==> config.mk <==
export PLATFORM = sky130hd
export DESIGN_NAME = uart_bram_ctrl
export DESIGN_NICKNAME = d
export VERILOG_FILES = /design/src/rtl/bram_pkg.sv /design/src/rtl/uart_pkg.sv /design/src/rtl/uart_bram_ctrl.sv /design/src/rtl/bram_cmd_ctrl.sv /design/src/rtl/uart_tx.sv /design/src/rtl/uart_rx.sv
export SDC_FILE = /design/constraint.sdc
export NUM_CORES = 1
export LEC_CHECK = 0
export ABC_AREA = 0
export BUFFER_PORTS_ARGS = -buffer_cell sky130_fd_sc_hd__buf_2
export CELL_PAD_IN_SITES_DETAIL_PLACEMENT = 0
export CELL_PAD_IN_SITES_GLOBAL_PLACEMENT = 2
export CORE_ASPECT_RATIO = 0.9
export CORE_MARGIN = 2
export CORE_UTILIZATION = 42
export CTS_CLUSTER_SIZE = 40
export DETAILED_ROUTE_END_ITERATION = 10
export GPL_ROUTABILITY_DRIVEN = 0
export PLACE_DENSITY_LB_ADDON = 0.2
export REMOVE_ABC_BUFFERS = 1
export SETUP_SLACK_MARGIN = 0.2
export SLEW_MARGIN = 20
export SYNTH_ARGS = -nofsm -noshare
export SYNTH_HDL_FRONTEND = slang
export SYNTH_HIERARCHICAL = 1
export SYNTH_SLANG_ARGS = --single-unit
export TNS_END_PERCENT = 100
==> constraint.sdc <==
create_clock -name s_axis -period 5.56 [get_ports s_axis]
set_input_delay 1.112 -clock s_axis [delete_from_list [all_inputs] [get_ports s_axis]]
set_output_delay 1.112 -clock s_axis [all_outputs]
set_load 0.05 [all_outputs]
==> src/rtl/bram_pkg.sv <==
//**************************************
// memory side definitions: bus widths of
// the block ram port and the command
// bytes understood by the bridge.
//**************************************

package bram_pkg;

//**************************************
// memory port
//**************************************

// word address, sent lsb first.
typedef logic [31:0] bram_addr_t;

// one memory word, four byte lanes.
typedef logic [31:0] bram_word_t;

// write strobe per byte lane.
typedef logic [3:0]  bram_be_t;

//**************************************
// command protocol
//**************************************

localparam logic [7:0] CMD_WRITE = 8'h57; // 'W'.
localparam logic [7:0] CMD_READ  = 8'h52; // 'R'.

// field lengths in bytes.
localparam int ADDR_BYTES = 4;
localparam int WORD_BYTES = 4;

endpackage

==> src/rtl/uart_pkg.sv <==
//**************************************
// serial line definitions shared by the
// uart receiver, transmitter and the
// command controller.
//**************************************

package uart_pkg;

//**************************************
// data
//**************************************

// one character on the line.
typedef logic [7:0] uart_byte_t;

// bits per frame between start and stop.
localparam int UART_DATA_BITS = 8;

//**************************************
// line levels
//**************************************

localparam logic UART_IDLE = 1'b1; // idle and stop bit.

endpackage
==> src/rtl/uart_bram_ctrl.sv <==
//**************************************
// uart to block ram debug bridge: host
// reads and writes memory words through
// a serial command protocol.
//**************************************

module uart_bram_ctrl #(
    parameter int CLK_DIV = 16
) (
    input  logic                 s_axis,
    input  logic                 rst_i,

    input  logic                 uart_rx_i,
    output logic                 uart_tx_o,

    input  bram_pkg::bram_word_t data_i,
    output bram_pkg::bram_word_t data_o,
    output bram_pkg::bram_addr_t addr_o,
    output bram_pkg::bram_be_t   wr_en_o
);

import uart_pkg::*;

uart_byte_t rx_data;
logic       rx_valid;
logic       rx_frame_err;
uart_byte_t tx_data;
logic       tx_start;
logic       tx_busy;

uart_rx #(
    .CLK_DIV        (CLK_DIV     )
) i_uart_rx (
    .s_axis         (s_axis      ),
    .rst_i          (rst_i       ),
    .uart_rx_i      (uart_rx_i   ),
    .rx_data_o      (rx_data     ),
    .rx_valid_o     (rx_valid    ),
    .rx_frame_err_o (rx_frame_err)
);

uart_tx #(
    .CLK_DIV    (CLK_DIV  )
) i_uart_tx (
    .s_axis     (s_axis   ),
    .rst_i      (rst_i    ),
    .tx_data_i  (tx_data  ),
    .tx_start_i (tx_start ),
    .uart_tx_o  (uart_tx_o),
    .tx_busy_o  (tx_busy  )
);

bram_cmd_ctrl i_bram_cmd_ctrl (
    .s_axis         (s_axis      ),
    .rst_i          (rst_i       ),
    .rx_data_i      (rx_data     ),
    .rx_valid_i     (rx_valid    ),
    .rx_frame_err_i (rx_frame_err),
    .tx_busy_i      (tx_busy     ),
    .tx_data_o      (tx_data     ),
    .tx_start_o     (tx_start    ),
    .data_i         (data_i      ),
    .data_o         (data_o      ),
    .addr_o         (addr_o      ),
    .wr_en_o        (wr_en_o     )
);

endmodule

==> src/rtl/bram_cmd_ctrl.sv <==
//**************************************
// command controller: parses read and
// write commands from the uart bytes,
// drives the block ram port and sends
// read data back byte by byte.
//**************************************

module bram_cmd_ctrl (
    input  logic                 s_axis,
    input  logic                 rst_i,
    input  uart_pkg::uart_byte_t rx_data_i,
    input  logic                 rx_valid_i,
    input  logic                 rx_frame_err_i,
    input  logic                 tx_busy_i,
    output uart_pkg::uart_byte_t tx_data_o,
    output logic                 tx_start_o,
    input  bram_pkg::bram_word_t data_i,
    output bram_pkg::bram_word_t data_o,
    output bram_pkg::bram_addr_t addr_o,
    output bram_pkg::bram_be_t   wr_en_o
);

import uart_pkg::*;
import bram_pkg::*;

localparam int BYTE_W = $bits(uart_byte_t);
localparam int ADDR_W = $bits(bram_addr_t);
localparam int WORD_W = $bits(bram_word_t);
localparam int BE_W   = $bits(bram_be_t);

typedef enum logic [2:0] {
    ST_OPCODE     = 3'd0,
    ST_ADDR       = 3'd1,
    ST_DATA       = 3'd2,
    ST_BE         = 3'd3,
    ST_WRITE      = 3'd4,
    ST_RD_WAIT    = 3'd5,
    ST_RD_CAPTURE = 3'd6,
    ST_REPLY      = 3'd7
} state_e;

state_e     state;
logic [2:0] byte_cnt;
logic       is_write;
bram_addr_t addr_q;
bram_word_t data_q;
bram_word_t reply_q;
bram_be_t   wr_en_q;
uart_byte_t tx_data_q;
logic       tx_start_q;
logic       tx_ready;
logic       send_next;

// transmitter idle and no strobe in flight.
assign tx_ready  = !tx_busy_i && !tx_start_q;
assign send_next = (state == ST_REPLY) && tx_ready && (byte_cnt != 3'(WORD_BYTES));

//**************************************
// command fsm
//**************************************

always_ff @(posedge s_axis) begin
    if (rst_i) begin
        state      <= ST_OPCODE;
        byte_cnt   <= '0;
        is_write   <= 1'b0;
        wr_en_q    <= '0;
        tx_start_q <= 1'b0;
    end else begin
        tx_start_q <= 1'b0;
        case (state)
            ST_OPCODE: begin
                byte_cnt <= '0;
                if (rx_valid_i && rx_data_i == CMD_WRITE) begin
                    is_write <= 1'b1;
                    state    <= ST_ADDR;
                end else if (rx_valid_i && rx_data_i == CMD_READ) begin
                    is_write <= 1'b0;
                    state    <= ST_ADDR;
                end
            end
            ST_ADDR: begin
                if (rx_frame_err_i) begin
                    state <= ST_OPCODE;
                end else if (rx_valid_i) begin
                    byte_cnt <= byte_cnt + 1'b1;
                    if (byte_cnt == 3'(ADDR_BYTES - 1)) begin
                        byte_cnt <= '0;
                        state    <= is_write ? ST_DATA : ST_RD_WAIT;
                    end
                end
            end
            ST_DATA: begin
                if (rx_frame_err_i) begin
                    state <= ST_OPCODE;
                end else if (rx_valid_i) begin
                    byte_cnt <= byte_cnt + 1'b1;
                    if (byte_cnt == 3'(WORD_BYTES - 1)) begin
                        state <= ST_BE;
                    end
                end
            end
            ST_BE: begin
                if (rx_frame_err_i) begin
                    state <= ST_OPCODE;
                end else if (rx_valid_i) begin
                    wr_en_q <= rx_data_i[BE_W-1:0];
                    state   <= ST_WRITE;
                end
            end
            ST_WRITE: begin
                wr_en_q <= '0; // single cycle strobe.
                state   <= ST_OPCODE;
            end
            ST_RD_WAIT:    state <= ST_RD_CAPTURE; // ram latency.
            ST_RD_CAPTURE: begin
                tx_start_q <= 1'b1;
                byte_cnt   <= 3'd1;
                state      <= ST_REPLY;
            end
            ST_REPLY: begin
                if (send_next) begin
                    tx_start_q <= 1'b1;
                    byte_cnt   <= byte_cnt + 1'b1;
                end else if (tx_ready) begin
                    state <= ST_OPCODE; // last byte has left.
                end
            end
            default: state <= ST_OPCODE;
        endcase
    end
end

//**************************************
// address, data and reply registers
//**************************************

always_ff @(posedge s_axis) begin
    if (state == ST_ADDR && rx_valid_i) begin
        addr_q <= {rx_data_i, addr_q[ADDR_W-1:BYTE_W]};
    end
    if (state == ST_DATA && rx_valid_i) begin
        data_q <= {rx_data_i, data_q[WORD_W-1:BYTE_W]};
    end
    if (state == ST_RD_CAPTURE) begin
        tx_data_q <= data_i[BYTE_W-1:0];
        reply_q   <= data_i >> BYTE_W;
    end else if (send_next) begin
        tx_data_q <= reply_q[BYTE_W-1:0];
        reply_q   <= reply_q >> BYTE_W;
    end
end

assign addr_o     = addr_q;
assign data_o     = data_q;
assign wr_en_o    = wr_en_q;
assign tx_data_o  = tx_data_q;
assign tx_start_o = tx_start_q;

endmodule

==> src/rtl/uart_tx.sv <==
//**************************************
// uart transmitter: sends one 8N1 frame
// per start strobe, busy until the stop
// bit has been on the line a full period.
//**************************************

module uart_tx #(
    parameter int CLK_DIV = 16
) (
    input  logic                 s_axis,
    input  logic                 rst_i,
    input  uart_pkg::uart_byte_t tx_data_i,
    input  logic                 tx_start_i,
    output logic                 uart_tx_o,
    output logic                 tx_busy_o
);

import uart_pkg::*;

localparam int CNT_W   = $clog2(CLK_DIV);
localparam int FRAME_W = UART_DATA_BITS + 2;
localparam int BIT_W   = $clog2(FRAME_W);

logic [FRAME_W-1:0] frame;
logic [CNT_W-1:0]   cnt;
logic [BIT_W-1:0]   bit_cnt;
logic               bit_tick;

assign bit_tick = (cnt == CNT_W'(CLK_DIV - 1));

//**************************************
// control and line register
//**************************************

always_ff @(posedge s_axis) begin
    if (rst_i) begin
        uart_tx_o <= UART_IDLE;
        tx_busy_o <= 1'b0;
        cnt       <= '0;
        bit_cnt   <= '0;
    end else if (!tx_busy_o) begin
        if (tx_start_i) begin
            uart_tx_o <= ~UART_IDLE; // start bit.
            tx_busy_o <= 1'b1;
            cnt       <= '0;
            bit_cnt   <= '0;
        end
    end else begin
        cnt <= cnt + 1'b1;
        if (bit_tick) begin
            cnt <= '0;
            if (bit_cnt == BIT_W'(FRAME_W - 1)) begin
                uart_tx_o <= UART_IDLE;
                tx_busy_o <= 1'b0; // stop bit done.
            end else begin
                uart_tx_o <= frame[1];
                bit_cnt   <= bit_cnt + 1'b1;
            end
        end
    end
end

//**************************************
// frame shifter
//**************************************

always_ff @(posedge s_axis) begin
    if (!tx_busy_o && tx_start_i) begin
        frame <= {UART_IDLE, tx_data_i, ~UART_IDLE};
    end else if (tx_busy_o && bit_tick) begin
        frame <= {UART_IDLE, frame[FRAME_W-1:1]};
    end
end

endmodule

==> src/rtl/uart_rx.sv <==
//**************************************
// uart receiver: 8N1 frames sampled at
// mid-bit, one pulse per received byte,
// a separate pulse on a low stop bit.
//**************************************

module uart_rx #(
    parameter int CLK_DIV = 16
) (
    input  logic                 s_axis,
    input  logic                 rst_i,
    input  logic                 uart_rx_i,
    output uart_pkg::uart_byte_t rx_data_o,
    output logic                 rx_valid_o,
    output logic                 rx_frame_err_o
);

import uart_pkg::*;

localparam int CNT_W = $clog2(CLK_DIV);
localparam int IDX_W = $clog2(UART_DATA_BITS);

typedef enum logic [1:0] {
    RX_IDLE  = 2'b00,
    RX_START = 2'b01,
    RX_DATA  = 2'b10,
    RX_STOP  = 2'b11
} rx_state_e;

rx_state_e        state;
logic             rx_meta;
logic             rx_sync;
logic [CNT_W-1:0] cnt;
logic [IDX_W-1:0] bit_idx;
logic             half_tick;
logic             bit_tick;

// two flop synchronizer.
always_ff @(posedge s_axis) begin
    if (rst_i) begin
        rx_meta <= UART_IDLE;
        rx_sync <= UART_IDLE;
    end else begin
        rx_meta <= uart_rx_i;
        rx_sync <= rx_meta;
    end
end

assign half_tick = (cnt == CNT_W'(CLK_DIV / 2 - 1));
assign bit_tick  = (cnt == CNT_W'(CLK_DIV - 1));

always_ff @(posedge s_axis) begin
    if (rst_i) begin
        state          <= RX_IDLE;
        cnt            <= '0;
        bit_idx        <= '0;
        rx_valid_o     <= 1'b0;
        rx_frame_err_o <= 1'b0;
    end else begin
        rx_valid_o     <= 1'b0;
        rx_frame_err_o <= 1'b0;
        cnt            <= cnt + 1'b1;
        case (state)
            RX_IDLE: begin
                cnt <= '0;
                if (rx_sync != UART_IDLE) begin
                    state <= RX_START;
                end
            end
            RX_START: begin
                if (half_tick) begin
                    cnt     <= '0;
                    bit_idx <= '0;
                    // glitch shorter than half a bit.
                    state   <= (rx_sync != UART_IDLE) ? RX_DATA : RX_IDLE;
                end
            end
            RX_DATA: begin
                if (bit_tick) begin
                    cnt     <= '0;
                    bit_idx <= bit_idx + 1'b1;
                    if (bit_idx == IDX_W'(UART_DATA_BITS - 1)) begin
                        state <= RX_STOP;
                    end
                end
            end
            RX_STOP: begin
                if (bit_tick) begin
                    rx_valid_o     <= (rx_sync == UART_IDLE);
                    rx_frame_err_o <= (rx_sync != UART_IDLE);
                    state          <= RX_IDLE;
                end
            end
            default: state <= RX_IDLE;
        endcase
    end
end

// lsb arrives first.
always_ff @(posedge s_axis) begin
    if (state == RX_DATA && bit_tick) begin
        rx_data_o <= {rx_sync, rx_data_o[UART_DATA_BITS-1:1]};
    end
end

endmodule

# Word level (Yosys, flattened, before mapping)
# Index checks and enable logic that the tools add are counted.
# classes
addsub	5
muxes	61
n_eq_ne	41
bitwise_logic	3
n_reduce_logical	30
# op_table
operator	n
$mux W3	21
$mux W24	2
$mux W4	10
$pmux W3 S8	1
$ne A2 B2 Y1 const B	10
$mux W9	2
$eq A8 B7 Y1 const B	2
$mux W8	2
$eq A3 B3 Y1 const B	5
$pmux W3 S5	1
$add A4 B1 Y4 const B	3
$eq A4 B4 Y1 const B	3
$mux W2	6
$ne A2 B1 Y1 const B	6
$ne A3 B3 Y1 const B	4
$pmux W4 S3	1
$reduce_bool A2 Y1	6
$mux W1	11
$logic_and A1 B1 Y1	10
$eq A3 B2 Y1 const B	3
$reduce_and A3 Y1	3
$pmux W2 S4	1
$pmux W4 S2	1
$reduce_and A8 Y1	1
other kinds (18)	25
# word_totals
out_inout_bits	69
in_bits	35
word_cells	163
regBits	148

# Longest topological paths before layout
# depth
word_depth	6
mapped_depth	7
depth_no_buf	7

# Modules after synthesis
# Netlist, hierarchy kept.
# modules_own_cells
mod	seq_area_each_um2	cells_per_inst	area_each_um2	n_inst
bram_cmd_ctrl	3123.0	238	4098.9	1
uart_tx	440.4	80	852.1	1
uart_rx	500.5	66	825.8	1

# Least setup slack after synthesis
# OpenSTA, ideal clock, no wires.
# synth_path
kind	register to register
from	reg i_bram_cmd_ctrl.byte_cnt[0]
to	reg i_bram_cmd_ctrl.byte_cnt[0]
setup_time_ps	121
t_arrival_ps	2851
n_path_buf	0
path_stages_with_launch	7
path_slack_ps	2588
required_ps	5439
synth_period_minus_slack_ps	2972
cell_sequence	dfxtp_1 > inv_1 > ha_1 > a211o_1 > a211oi_2 > a21oi_2 > mux2_2
# synth_via
elab_chain_len	5
word_cells_on_any_way	13
classes_between	add/sub: 1; eq/ne: 3; mux: 7; reduce/logical: 2
# synth_lines
element	line	source
from (decl)	bram_cmd_ctrl.sv:43	logic [2:0] byte_cnt;
from (signal assigned)	bram_cmd_ctrl.sv:86	byte_cnt <= byte_cnt + 1'b1;
from (signal assigned)	bram_cmd_ctrl.sv:97	byte_cnt <= byte_cnt + 1'b1;
from (signal assigned)	bram_cmd_ctrl.sv:124	byte_cnt <= byte_cnt + 1'b1;
$add A3 B1 Y3 or $eq A3 B2 Y1 (tied branches)	--	
$mux W3	bram_cmd_ctrl.sv:87	if (byte_cnt == 3'(ADDR_BYTES - 1)) begin
$mux W3	bram_cmd_ctrl.sv:85	end else if (rx_valid_i) begin
$mux W3	bram_cmd_ctrl.sv:83	if (rx_frame_err_i) begin
$pmux W3 S5	bram_cmd_ctrl.sv:71	case (state)
# Parallel ways exist; a longest one is shown, timed or not. The select of a mux whose other input is x is not followed.
# A chain may end at the register's enable or synchronous reset.

# Worst setup path after layout
# layout_path
from	reg i_bram_cmd_ctrl.state[1]
to	reg i_bram_cmd_ctrl.reply_q[9] (data pin)
# layout_via
elab_chain_len	2
# layout_lines
element	line	source
from (decl)	bram_cmd_ctrl.sv:42	state_e state;
from (signal assigned)	bram_cmd_ctrl.sv:89	state <= is_write ? ST_DATA : ST_RD_WAIT;
$eq A3 B3 Y1	bram_cmd_ctrl.sv:145	if (state == ST_RD_CAPTURE) begin
$mux W24	bram_cmd_ctrl.sv:145	
to (signal assigned)	bram_cmd_ctrl.sv:147	reply_q <= data_i >> BYTE_W;
to (signal assigned)	bram_cmd_ctrl.sv:150	reply_q <= reply_q >> BYTE_W;
to (decl)	bram_cmd_ctrl.sv:47	bram_word_t reply_q;
# Every way passes these cells.

==> flow_metrics.env <==
export IMPL_fin_crit_ns=2.77
export IMPL_avgSynthCellArea_sq_um=15.0
export IMPL_clock_sinks=147
export IMPL_cp_data_required_time_ns=5.72
export IMPL_wire_per_inst_microns=15.7
export IMPL_path_cells="nor2b_1 -> nand2_1 -> mux2_2"
export IMPL_cts_tree="done"
export IMPL_clkTransAtPathRegs_ns=0.06
export IMPL_hp_class="reg -> reg"
export IMPL_floorplan_initialDensity=0.431
export IMPL_max_freq_mhz=360
export IMPL_drive_gt1_frac=0.344
export IMPL_hp_start="i_uart_rx/rx_meta"
export IMPL_clock_latency_ns=0.42
export IMPL_fin_nets=532
export IMPL_grtUsageMet2=0.215
export IMPL_track_usage=0.147
export IMPL_rows=40
export IMPL_cts_setup_buffers=0
export IMPL_ys_flop_type="edfxtp_1"
export IMPL_p_leak_nw=2.47
export IMPL_end_kind="flip-flop"
export IMPL_r2r_start="i_bram_cmd_ctrl/state[1]"
export IMPL_syn_area_sq_mm=0.00578
export IMPL_hold_ws_ns=0.407
export IMPL_ctsRootBufferMaster="clkbuf_16"
export IMPL_rsz0062_at_grt="no"
export IMPL_critPathLaunch="i_bram_cmd_ctrl/state[1]"
export IMPL_core_area_sq_mm=0.0134
export IMPL_drc_errors=0
export IMPL_crit_type="reg -> reg"
export IMPL_grtUsageMet3=0.0489
export IMPL_fill_cells=1175
export IMPL_grt_max_degree=35
export IMPL_use_met1=0.202
export IMPL_die_area_sq_mm=0.0147
export IMPL_p_per_area_mw_per_mm2=318
export IMPL_ant_nets=0
export IMPL_setup_violations=0
export IMPL_worst_slew_pin_slew_ns=0.972
export IMPL_cp_max_fo=24
export IMPL_drv_slew=0
export IMPL_area_growth_syn_to_layout_pct=20.2
export IMPL_synthArstFlopShare=0
export IMPL_ys_ff_latch=147
export IMPL_synthTopCellsByCount="edfxtp_1 (112), dfxtp_1 (35), mux2_2 (25)"
export IMPL_path_buf_inv=0
export IMPL_status="complete, no violations"
export IMPL_cts_made_buffers=17
export IMPL_grt_first_pass_wirelength_microns=16400
export IMPL_worstSetupStartpointType="flip-flop"
export IMPL_finalHoldViolations=0
export IMPL_antenna_cells=0
export IMPL_max_clock_path_buffers=2
export IMPL_routed_via_density=5.13
export IMPL_dieWidth_microns=128
export IMPL_grt_pass1_vias=3197
export IMPL_max_stage_delay_ns=0.75
export IMPL_ys_warn_count=6
export IMPL_cts_resized=0
export IMPL_yosysTopAreaCell="edfxtp_1"
export IMPL_worst_slack_ns=2.79
export IMPL_final_util=0.518
export IMPL_cp_top_family="simple AND/OR/NAND/NOR gates"
export IMPL_antenna_found_initial=0
export IMPL_yosys_cell_types_count=63
export IMPL_synth_top_area_frac=0.582
export IMPL_setup_tns_ns=0
export IMPL_htree_levels=4
export IMPL_place_ws_ns=2.78
export IMPL_yosysMostFrequentCell="edfxtp_1"
export IMPL_crit_slowest_cell="nand2_1"
export IMPL_first_pass_iters=4
export IMPL_crit_arrival_ns=2.94
export IMPL_synthTopCellsByArea="edfxtp_1 (58%), dfxtp_1 (12%), mux2_2 (4.9%)"
export IMPL_relSlewSlack=0.351
export IMPL_io_pins=104
export IMPL_cts_hold_buffers=0
export IMPL_finClkSkew_ns=0.00697
export IMPL_post_dp_hpwl_microns=6710
export IMPL_netlist_instances=384
export IMPL_wirelength_microns=10500
export IMPL_irDropWorstVdd_uv=283
export IMPL_drtIter0Drc=275
export IMPL_io_buffers=103
export IMPL_seq_area_frac_synth=0.703
export IMPL_gr_total_overflow=0
export IMPL_drv_cap=0
export IMPL_grt_busiest_layer="met2"
export IMPL_die_h_microns=115
export IMPL_fin_crit_sh=0.499
export IMPL_num_vias=3425
export IMPL_synth_edf_count=112
[logic make-up (layout without fill, tap and decap cells)]
logic type      count (synthesis)  in the layout  synth area share
flops                         147            147             0.703
mux                            28             28            0.0539
buf+inv                        32            148            0.0262
compound gates                 71             71            0.0897
xor+xnor                        3              3           0.00455
fa+ha+maj                      11             11            0.0234
simple gates                   92             92            0.0988
[final cells by class]
type,instances,area [sq um],share of cell area
Inverter,12,45.0,0.00649
Sequential cell,147,4060,0.585
Timing Repair Buffer,104,523,0.0753
Multi-Input combinational cell,205,1570,0.226
Clock buffer,18,429,0.0618
Tap cell,168,210,0.0303
Clock inverter,14,105,0.0151
[state kept, by name (all words and copies together), names as in the netlist, 3 cells and up, named ones only]
name	count
i_bram_cmd_ctrl/addr_o	32
i_bram_cmd_ctrl/byte_cnt	3
i_bram_cmd_ctrl/data_o	32
i_bram_cmd_ctrl/reply_q	24
i_bram_cmd_ctrl/state	3
i_bram_cmd_ctrl/tx_data_o	8
i_bram_cmd_ctrl/wr_en_o	4
i_uart_rx/bit_idx	3
i_uart_rx/cnt	4
i_uart_rx/rx_data_o	8
i_uart_tx/bit_cnt	4
i_uart_tx/cnt	4
i_uart_tx/frame	8
[final timing paths]
path                                endpoint  slack [ns]  cells after the start
setup / recovery  i_bram_cmd_ctrl/reply_q[9]        2.79                      3
hold / removal             i_uart_rx/rx_sync        0.41                      1
setup reg to reg  i_bram_cmd_ctrl/reply_q[9]        2.79                      3
hold reg to reg            i_uart_rx/rx_sync        0.41                      1
[cells in the final DEF, fill, tap and decap left out, types with 4 or more instances in the layout]
master,instances
clkinvlp_4,5
nand2_1,11
a21oi_1,19
o211ai_1,7
o21ai_0,7
inv_1,12
nand3_1,8
dfxtp_1,35
nor2_1,22
edfxtp_1,112
or3_1,5
and3_1,8
a22o_1,7
a32oi_1,4
clkbuf_16,17
mux2_2,25
ha_1,10
buf_2,103
[layer usage]
metal / routed length [microns] / up-vias
met2: 4530 / 100
met4: 193 / 0
li1: - / 1693
met1: 5170 / 1615
met3: 598 / 17
met5: 0 / -
[worst reg2reg max path: cells and delay by family (launching register included)]
kind	cells	cell delay, ns
simple gates	2	1.35
mux	1	0.53
flops	1	0.64
[power by group]
group | total, mW | internal (mW) | switching (mW)
sequential | 1.17 | 1.17 | 0.00177
clock | 1.02 | 0.573 | 0.448
combinational | 0.0206 | 0.0107 | 0.00993
total | 2.21 | 1.75 | 0.460
[through the flow]
stage                     power, mW  cells  instance area [sq um]
after global routing           2.29    668                   6950
after global placement         1.21    636                   6410
final                          2.21    668                   6950
after floorplan                1.20    364                   5670
after CTS                      2.24    668                   6950
after detailed placement       1.21    636                   6410
No activity file was read; power rests on OpenSTA's default activity.
